`src/pc_bus_config.svh`:
```
/* PC local bus configuration
   Bus widths, device sizes and the value returned for unmapped reads */

`ifndef PC_BUS_CONFIG_SVH
`define PC_BUS_CONFIG_SVH

// Address and data widths of the local bus
`define PC_ADDR_W    20
`define PC_DATA_W    8

// Device sizes
`define PC_MEM_DEPTH 256 // RAM bytes from address zero
`define PC_IO_PORTS  4   // I/O registers from port zero

// Read value when no device answers
`define PC_UNMAPPED  8'hff

`endif

```
`src/pc_bus_pkg.sv`:
```
/* PC bus package
   Address and data types, status codes and FSM encodings */

`default_nettype none

`include "pc_bus_config.svh"

package pc_bus_pkg;

   typedef logic [`PC_ADDR_W-1:0] addr_t;
   typedef logic [`PC_DATA_W-1:0] data_t;

   // Processor status lines S2..S0, active low
   typedef enum logic [2:0] {
      status_inta       = 3'b000,
      status_io_read    = 3'b001,
      status_io_write   = 3'b010,
      status_halt       = 3'b011,
      status_code_fetch = 3'b100,
      status_mem_read   = 3'b101,
      status_mem_write  = 3'b110,
      status_passive    = 3'b111
   } bus_status_e;

   // Kind of host transfer
   typedef enum logic [1:0] {cycle_mem, cycle_io, cycle_inta} cycle_kind_e;

   // Command controller sequence
   typedef enum logic [1:0] {idle, cmd_early, cmd_late, recover} ctrl_state_e;

   // Bus cycle T-states
   typedef enum logic [2:0] {t_idle, t1, t2, t3, t4, t_done} t_state_e;

endpackage

`default_nettype wire

```
`src/sys_bus_if.sv`:
```
/* Local system bus
   Status, address and data from the CPU side, commands from the controller */

`timescale 1ns/100ps
`default_nettype none

interface sys_bus_if;
   import pc_bus_pkg::*;

   bus_status_e status; // S2..S0 from the cycle generator
   addr_t       addr;
   data_t       wdata;
   data_t       rdata;   // Read data from the devices

   logic ale;
   logic den;
   logic dtr;           // High for transmit, low for receive
   logic mrdc_n;
   logic amwc_n;
   logic iorc_n;
   logic aiowc_n;
   logic inta_n;

   modport master (
      output status, addr, wdata,
      input  rdata
   );

   modport controller (
      input  status,
      output ale, den, dtr, mrdc_n, amwc_n, iorc_n, aiowc_n, inta_n
   );

   modport device (
      input  ale, den, dtr, addr, wdata,
      input  mrdc_n, amwc_n, iorc_n, aiowc_n, inta_n,
      output rdata
   );

endinterface

`default_nettype wire

```
`src/bus_command_ctrl.sv`:
```
/* Bus command controller
   8288-style status decoder producing ALE, DEN, DT/R and the command strobes */

`timescale 1ns/100ps
`default_nettype none

module bus_command_ctrl (
   input  wire logic      clk,
   input  wire logic      rst_n,
   sys_bus_if.controller  bus
);
   import pc_bus_pkg::*;

   ctrl_state_e state;
   ctrl_state_e state_nxt;

   // Latched command kind
   logic mrdc;
   logic amwc;
   logic iorc;
   logic aiowc;
   logic inta;

   logic active;
   logic cmd_phase;
   logic rd_kind;
   logic wr_kind;

   // Halt and passive start no cycle
   assign active = (bus.status != status_passive) && (bus.status != status_halt);

   assign cmd_phase = (state == cmd_early) || (state == cmd_late);
   assign rd_kind   = mrdc | iorc | inta;  // Data flows toward the CPU
   assign wr_kind   = amwc | aiowc;

   assign bus.ale = (state == idle) && active;
   assign bus.dtr = !((state != idle) && rd_kind);
   assign bus.den = ((state == cmd_late) && rd_kind) || ((state != idle) && wr_kind);

   // Commands active in both command phases
   assign bus.mrdc_n  = !(cmd_phase && mrdc);
   assign bus.amwc_n  = !(cmd_phase && amwc);
   assign bus.iorc_n  = !(cmd_phase && iorc);
   assign bus.aiowc_n = !(cmd_phase && aiowc);
   assign bus.inta_n  = !(cmd_phase && inta);

   always_comb begin
      state_nxt = state;
      case (state)
         idle:      if (active) state_nxt = cmd_early;
         cmd_early: state_nxt = cmd_late;
         cmd_late:  state_nxt = recover;
         recover:   state_nxt = idle;
         default:   state_nxt = idle;
      endcase
   end

   always_ff @(posedge clk) begin
      if (!rst_n)
         state <= idle;
      else
         state <= state_nxt;
   end

   // Status sampled every idle cycle, frozen once the sequence runs
   always_ff @(posedge clk) begin
      if (!rst_n) begin
         mrdc  <= 1'b0;
         amwc  <= 1'b0;
         iorc  <= 1'b0;
         aiowc <= 1'b0;
         inta  <= 1'b0;
      end else if (state == idle) begin
         mrdc  <= (bus.status == status_mem_read) || (bus.status == status_code_fetch);
         amwc  <= (bus.status == status_mem_write);
         iorc  <= (bus.status == status_io_read);
         aiowc <= (bus.status == status_io_write);
         inta  <= (bus.status == status_inta);
      end
   end

endmodule

`default_nettype wire

```
`src/bus_cycle_gen.sv`:
```
/* Bus cycle generator
   Turns one Wishbone transfer into a T1..T4 bus cycle with a status code */

`timescale 1ns/100ps
`default_nettype none

module bus_cycle_gen (
   input  wire logic                     clk,
   input  wire logic                     rst_n,
   input  wire logic                     cyc,
   input  wire logic                     stb,
   input  wire logic                     we,
   input  wire pc_bus_pkg::addr_t        adr,
   input  wire pc_bus_pkg::data_t        dat_w,
   input  wire pc_bus_pkg::cycle_kind_e  kind,
   output      pc_bus_pkg::data_t        dat_r,
   output      logic                     ack,
   sys_bus_if.master                     bus
);
   import pc_bus_pkg::*;

   t_state_e    t_state;
   bus_status_e code_q;  // Status for the accepted transfer
   addr_t       addr_q;
   data_t       wdata_q;
   logic        start;

   // Map host request onto a processor status code
   function automatic bus_status_e decode_status(input cycle_kind_e k, input logic wr);
      bus_status_e s;
      case (k)
         cycle_mem:  s = wr ? status_mem_write : status_mem_read;
         cycle_io:   s = wr ? status_io_write : status_io_read;
         cycle_inta: s = status_inta; // Direction comes from the code
         default:    s = status_passive;
      endcase
      return s;
   endfunction

   assign start = cyc && stb && (t_state == t_idle);

   always_ff @(posedge clk) begin
      if (!rst_n) begin
         t_state <= t_idle;
         code_q  <= status_passive;
      end else begin
         case (t_state)
            t_idle: begin
               if (start) begin
                  t_state <= t1;
                  code_q  <= decode_status(kind, we);
               end
            end
            t1:      t_state <= t2;
            t2:      t_state <= t3;
            t3:      t_state <= t4;
            t4:      t_state <= t_done;
            t_done:  t_state <= t_idle;
            default: t_state <= t_idle;
         endcase
      end
   end

   // Address and write data held from T1 through T4
   always_ff @(posedge clk) begin
      if (start) begin
         addr_q  <= adr;
         wdata_q <= dat_w;
      end
   end

   // End of T3 lines up with the end of the late command phase
   always_ff @(posedge clk) begin
      if (t_state == t3)
         dat_r <= bus.rdata;
   end

   // Status is only driven during T1
   assign bus.status = (t_state == t1) ? code_q : status_passive;
   assign bus.addr   = addr_q;
   assign bus.wdata  = wdata_q;

   assign ack = (t_state == t_done);

endmodule

`default_nettype wire

```
`src/bus_devices.sv`:
```
/* Bus devices
   Address latch, RAM, I/O registers and interrupt vector on the local bus */

`timescale 1ns/100ps
`default_nettype none

`include "pc_bus_config.svh"

module bus_devices (
   input  wire logic  clk,
   input  wire logic  rst_n,
   sys_bus_if.device  bus
);
   import pc_bus_pkg::*;

   localparam int ram_aw = $clog2(`PC_MEM_DEPTH);
   localparam int io_aw  = $clog2(`PC_IO_PORTS);
   localparam addr_t vec_port = addr_t'(`PC_IO_PORTS - 1); // Also feeds the vector

   addr_t addr_q;
   data_t ram [`PC_MEM_DEPTH];
   data_t io_regs [`PC_IO_PORTS];
   data_t vector;

   logic mwr_q;  // Write strobes seen on the previous edge
   logic iowr_q;
   logic mem_hit;
   logic io_hit;
   logic mem_wr;
   logic io_wr;
   logic [ram_aw-1:0] ram_idx;
   logic [io_aw-1:0]  io_idx;

   // Transparent while ALE is high, like a '373
   always_ff @(posedge clk) begin
      if (bus.ale)
         addr_q <= bus.addr;
   end

   assign mem_hit = addr_q < addr_t'(`PC_MEM_DEPTH);
   assign io_hit  = addr_q < addr_t'(`PC_IO_PORTS);
   assign ram_idx = addr_q[ram_aw-1:0];
   assign io_idx  = addr_q[io_aw-1:0];

   // Commit on the second strobe cycle, the edge ending the late phase
   assign mem_wr = !bus.amwc_n && mwr_q && bus.dtr;
   assign io_wr  = !bus.aiowc_n && iowr_q && bus.dtr;

   always_ff @(posedge clk) begin
      if (!rst_n) begin
         mwr_q  <= 1'b0;
         iowr_q <= 1'b0;
      end else begin
         mwr_q  <= !bus.amwc_n;
         iowr_q <= !bus.aiowc_n;
      end
   end

   always_ff @(posedge clk) begin
      if (mem_wr && mem_hit)
         ram[ram_idx] <= bus.wdata;
   end

   always_ff @(posedge clk) begin
      if (!rst_n) begin
         io_regs <= '{default: '0};
         vector  <= '0;
      end else if (io_wr && io_hit) begin
         io_regs[io_idx] <= bus.wdata;
         if (addr_q == vec_port)
            vector <= bus.wdata;
      end
   end

   // Read data only while the transceiver faces the CPU
   always_comb begin
      bus.rdata = `PC_UNMAPPED;
      if (bus.den && !bus.dtr) begin
         if (!bus.mrdc_n) begin
            if (mem_hit) bus.rdata = ram[ram_idx];
         end else if (!bus.iorc_n) begin
            if (io_hit) bus.rdata = io_regs[io_idx];
         end else if (!bus.inta_n) begin
            bus.rdata = vector;
         end
      end
   end

endmodule

`default_nettype wire

```
`src/pc_bus_top.sv`:
```
/* PC local bus top level
   Wishbone host port into cycle generator, command controller and devices */

`timescale 1ns/100ps
`default_nettype none

module pc_bus_top (
   input  wire logic                     clk,
   input  wire logic                     rst_n,
   input  wire logic                     cyc,
   input  wire logic                     stb,
   input  wire logic                     we,
   input  wire pc_bus_pkg::addr_t        adr,
   input  wire pc_bus_pkg::data_t        dat_w,
   input  wire pc_bus_pkg::cycle_kind_e  kind,
   output      pc_bus_pkg::data_t        dat_r,
   output      logic                     ack
);

   sys_bus_if bus_i ();

   // CPU side of the bus
   bus_cycle_gen u_cycle_gen (
      .clk   (clk),
      .rst_n (rst_n),
      .cyc   (cyc),
      .stb   (stb),
      .we    (we),
      .adr   (adr),
      .dat_w (dat_w),
      .kind  (kind),
      .dat_r (dat_r),
      .ack   (ack),
      .bus   (bus_i.master)
   );

   bus_command_ctrl u_cmd_ctrl (
      .clk   (clk),
      .rst_n (rst_n),
      .bus   (bus_i.controller)
   );

   // Memory, ports and vector
   bus_devices u_devices (
      .clk   (clk),
      .rst_n (rst_n),
      .bus   (bus_i.device)
   );

endmodule

`default_nettype wire

```
`config.mk`:
```
export PLATFORM = sky130hd
export DESIGN_NAME = pc_bus_top
export DESIGN_NICKNAME = d
export VERILOG_FILES = /design/src/pc_bus_pkg.sv /design/src/sys_bus_if.sv /design/src/bus_command_ctrl.sv /design/src/bus_cycle_gen.sv /design/src/bus_devices.sv /design/src/pc_bus_top.sv
export VERILOG_INCLUDE_DIRS = /design/src
export SDC_FILE = /design/constraint.sdc
export NUM_CORES = 2
export LEC_CHECK = 0
export BUFFER_PORTS_ARGS = -buffer_cell sky130_fd_sc_hd__buf_4
export CAP_MARGIN = 25
export CORE_ASPECT_RATIO = 0.6
export CORE_UTILIZATION = 50
export CTS_BUF_LIST = sky130_fd_sc_hd__clkbuf_8
export DETAILED_ROUTE_END_ITERATION = 12
export PLACE_DENSITY = 0.65
export SLEW_MARGIN = 15
export SYNTH_ARGS = -nofsm -noshare
export SYNTH_HDL_FRONTEND = slang
export SYNTH_HIERARCHICAL = 1
export SYNTH_SLANG_ARGS = --single-unit
export TNS_END_PERCENT = 50
```
`constraint.sdc`:
```
create_clock -name clk -period 11.7 [get_ports clk]
set_input_delay 2.925 -clock clk [delete_from_list [all_inputs] [get_ports clk]]
set_output_delay 2.925 -clock clk [all_outputs]
set_load 0.05 [all_outputs]
```
==> metrics.cfg <==
[routing]
first_pass_iters=6
totalWireLength_um=211000
drt_iter0_drc=5811
vias=42507
ant_nets=0
drcViolationCount=0
wire_per_inst_um=31.2
vias_per_cell=6.28

[pwr]
ir_worst_vdd_mv=0.116
p_total_w=0.0146
leakagePower_nw=28.8
powerDensity_nw_per_um2=158

[timing]
rsz0062_at_grt=false
slew_headroom_pct=8.48
min_period_ns=5.01
finalSetupViolations=0
finalHoldViolations=0
fin_setup_tns_ns=0
finalCritPeriodShare_pct=42.8
drv_slew=0
max_freq_mhz=200
finalClockSkew_ns=0.0472
tightestPinTransition_ns=1.37

[place]
globalplace.congestion=0.907
post-dp-hpwl_um=128000
numPortBuffers=43
post-place-cells=6212

[cts]
cts_max_level=5
holdBufCountCts=0
clock_path_buffers=4
root_buffer=clkbuf_8
postCtsSetupBuffers=0
cts_made_buffers=308
cts_tree=built
insertion_delay_ns=0.92
postCtsResizedCells=0
clk_pin_slew_worst_paths_ns=0.07
clkSinkCount=2167

[logic_synthesis]
yosysWarnings=6
yosys_register_bits=2167
synth_top_area_share_pct=75.2
synth_edf_count=2104
synth_area_leaders=edfxtp_1, mux4_2, mux2i_1
syn_inst=4086
synth_ff_type=edfxtp_1
syn_avg_cell_area_um2=20.6
synth_area_um2=84000
synth_seq_area_share_pct=76.7
netlist-cell-type-count=66
syn_nets=4124
synthArstFlopShare_pct=0
yosysTopAreaCell=edfxtp_1

[die]
design.core.area_um2=167000
die_h_um=320
rows=116
ios=44
die-area_um2=170000
start_util_pct=50.4
die_x_um=531

[finish]
final_cells=6767
layout_common_cells=edfxtp_1, mux4_2, clkbuf_8, nor2_1, mux2i_1
n_fill_cell=12427
seqCellArea_um2=64500
nNetsFinal=4329
synthToLayoutAreaGrowth_pct=10.0
drive_above_1_share_pct=22.3
multi_input_area_um2=18300
layout_commonest_cell=edfxtp_1

[worst_hold_path]
hold_start=u_cycle_gen/bus.addr[9]
whs_path_depth=0
hold_path.class=reg -> reg
holdPathEnd=u_devices/addr_q[9]

[critical_path]
cp.required_ns=12.35
critical_path_class=reg -> reg
worstSetupEndpointType=register
path_max_fanout=93
r2r_setup_slack_ns=6.69
r2r_cells=8
rr_endpoint=u_cycle_gen/dat_r[4]
cp-start-kind=register
cp.arrival_ns=5.66

[global_routing]
grt_pass1_wl_um=301000
grt_util_all_layers_pct=24.9
grt_pass1_vias=41317
antenna_found_initial=9
grt_max_degree=209
grt_overflow=0

[run_status]
status=finished, final reports clean

[run]
drv_cap=0

[flip-flops by register name, indices dropped and copies added, names as in the netlist, named ones only]
signal                 count
u_devices/ram           2048
u_devices/io_regs         32
u_cycle_gen/bus.addr      20
u_devices/addr_q          20
u_cycle_gen/bus.wdata      8
u_cycle_gen/dat_r          8
u_devices/vector           8
u_cycle_gen/code_q         3
u_cycle_gen/t_state        3
u_cmd_ctrl/state           2
u_cmd_ctrl/aiowc           1
u_cmd_ctrl/amwc            1
u_cmd_ctrl/inta            1
u_cmd_ctrl/iorc            1
u_cmd_ctrl/mrdc            1
u_devices/iowr_q           1
u_devices/mwr_q            1
[kinds of logic (layout without fill, tap and decap cells)]
| logic type | after synthesis | in the layout | share of synthesized area [%] |
|---|---|---|---|
| mux | 681 | 681 | 14.9 |
| compound gates | 369 | 369 | 3.34 |
| simple gates | 616 | 616 | 3.34 |
| fa+ha+maj | 3 | 3 | 0.0447 |
| buf+inv | 248 | 684 | 1.66 |
| other cells | 0 | 3 | 0 |
| xor+xnor | 2 | 2 | 0.0209 |
| flops | 2167 | 2167 | 76.7 |
[area by class of cell]
class	instances	area share [%]
multi-input cells	1671	19.8
inverters	8	0.0325
repair buffers	135	1.47
clock buffers	327	4.87
clock inverters	214	1.09
well taps	2242	3.04
diodes	3	0.00812
flip-flops and latches	2167	69.7
[Yosys cell counts (9+ instances only)]
cell / n
a31oi_1: 9
buf_2: 68
nor2b_1: 64
a21oi_1: 35
buf_1: 15
o221ai_1: 26
o2111ai_1: 27
a221oi_2: 9
clkbuf_1: 98
edfxtp_1: 2104
o211ai_1: 26
nand3_1: 43
mux2i_1: 221
buf_6: 25
dfxtp_1: 63
o21ai_0: 40
a22oi_1: 59
nor2_1: 291
a221oi_1: 45
nor3_1: 13
nand2_1: 140
nand4_1: 10
mux4_2: 442
a22o_1: 33
mux4_1: 9
o22ai_1: 14
buf_4: 27
[power breakdown]
part           switching (W)  leakage [nW]  total (W)  internal [W]
Combinational       0.000394          6.25   0.000591      0.000197
Sequential         0.0000195          19.4    0.00854       0.00852
Clock                0.00284          3.17    0.00551       0.00267
[through the flow]
| stage | setup WS [ns] | cell area [um2] | hold slack (ns) | utilization (%) |
|---|---|---|---|---|
| floorplan | 7.47 | 84000 | 0.400 | - |
| global placement | 6.90 | 86600 | 0.402 | 51.9 |
| detailed placement | 6.84 | 86700 | 0.405 | 52.0 |
| CTS | 6.83 | 92200 | 0.424 | 55.3 |
| global route | 6.54 | 92400 | 0.437 | 55.4 |
| finish | 6.69 | 92400 | 0.421 | 55.4 |
[critical path, stage by stage (launching register included)]
cell and delay, ns:
dfxtp_4 0.74, buf_12 0.46, buf_4 0.71, mux4_2 0.64
a22o_1 0.26, a221oi_1 0.82, o2111ai_1 0.16, o21ai_0 0.44
nand3_1 0.13
[worst max-delay path by stage]
| stage | from | end | slack [ns] | cells after the start |
|---|---|---|---|---|
| floorplan | cyc | u_cycle_gen/bus.addr[0] | 7.47 | 3 |
| global placement | register | u_cycle_gen/dat_r[4] | 6.90 | 8 |
| detailed placement | register | u_cycle_gen/dat_r[4] | 6.84 | 8 |
| CTS | register | u_cycle_gen/dat_r[4] | 6.83 | 8 |
| global route | register | u_cycle_gen/dat_r[4] | 6.54 | 8 |
| finish | register | u_cycle_gen/dat_r[4] | 6.69 | 8 |
[layer usage]
metal / wire length (um) / share of wire, % / vias to the layer above / global-route usage, %
met1: 92900 / 44 / 22382 / 39.1
met2: 83900 / 40 / 2518 / 31.4
met4: 3190 / 1.5 / 6 / 4.95
li1: - / - / 17358 / -
met3: 31100 / 15 / 243 / 11.5
met5: 184 / 0.087 / - / 0.738
Note: power is estimated with default switching activity, not from simulation.
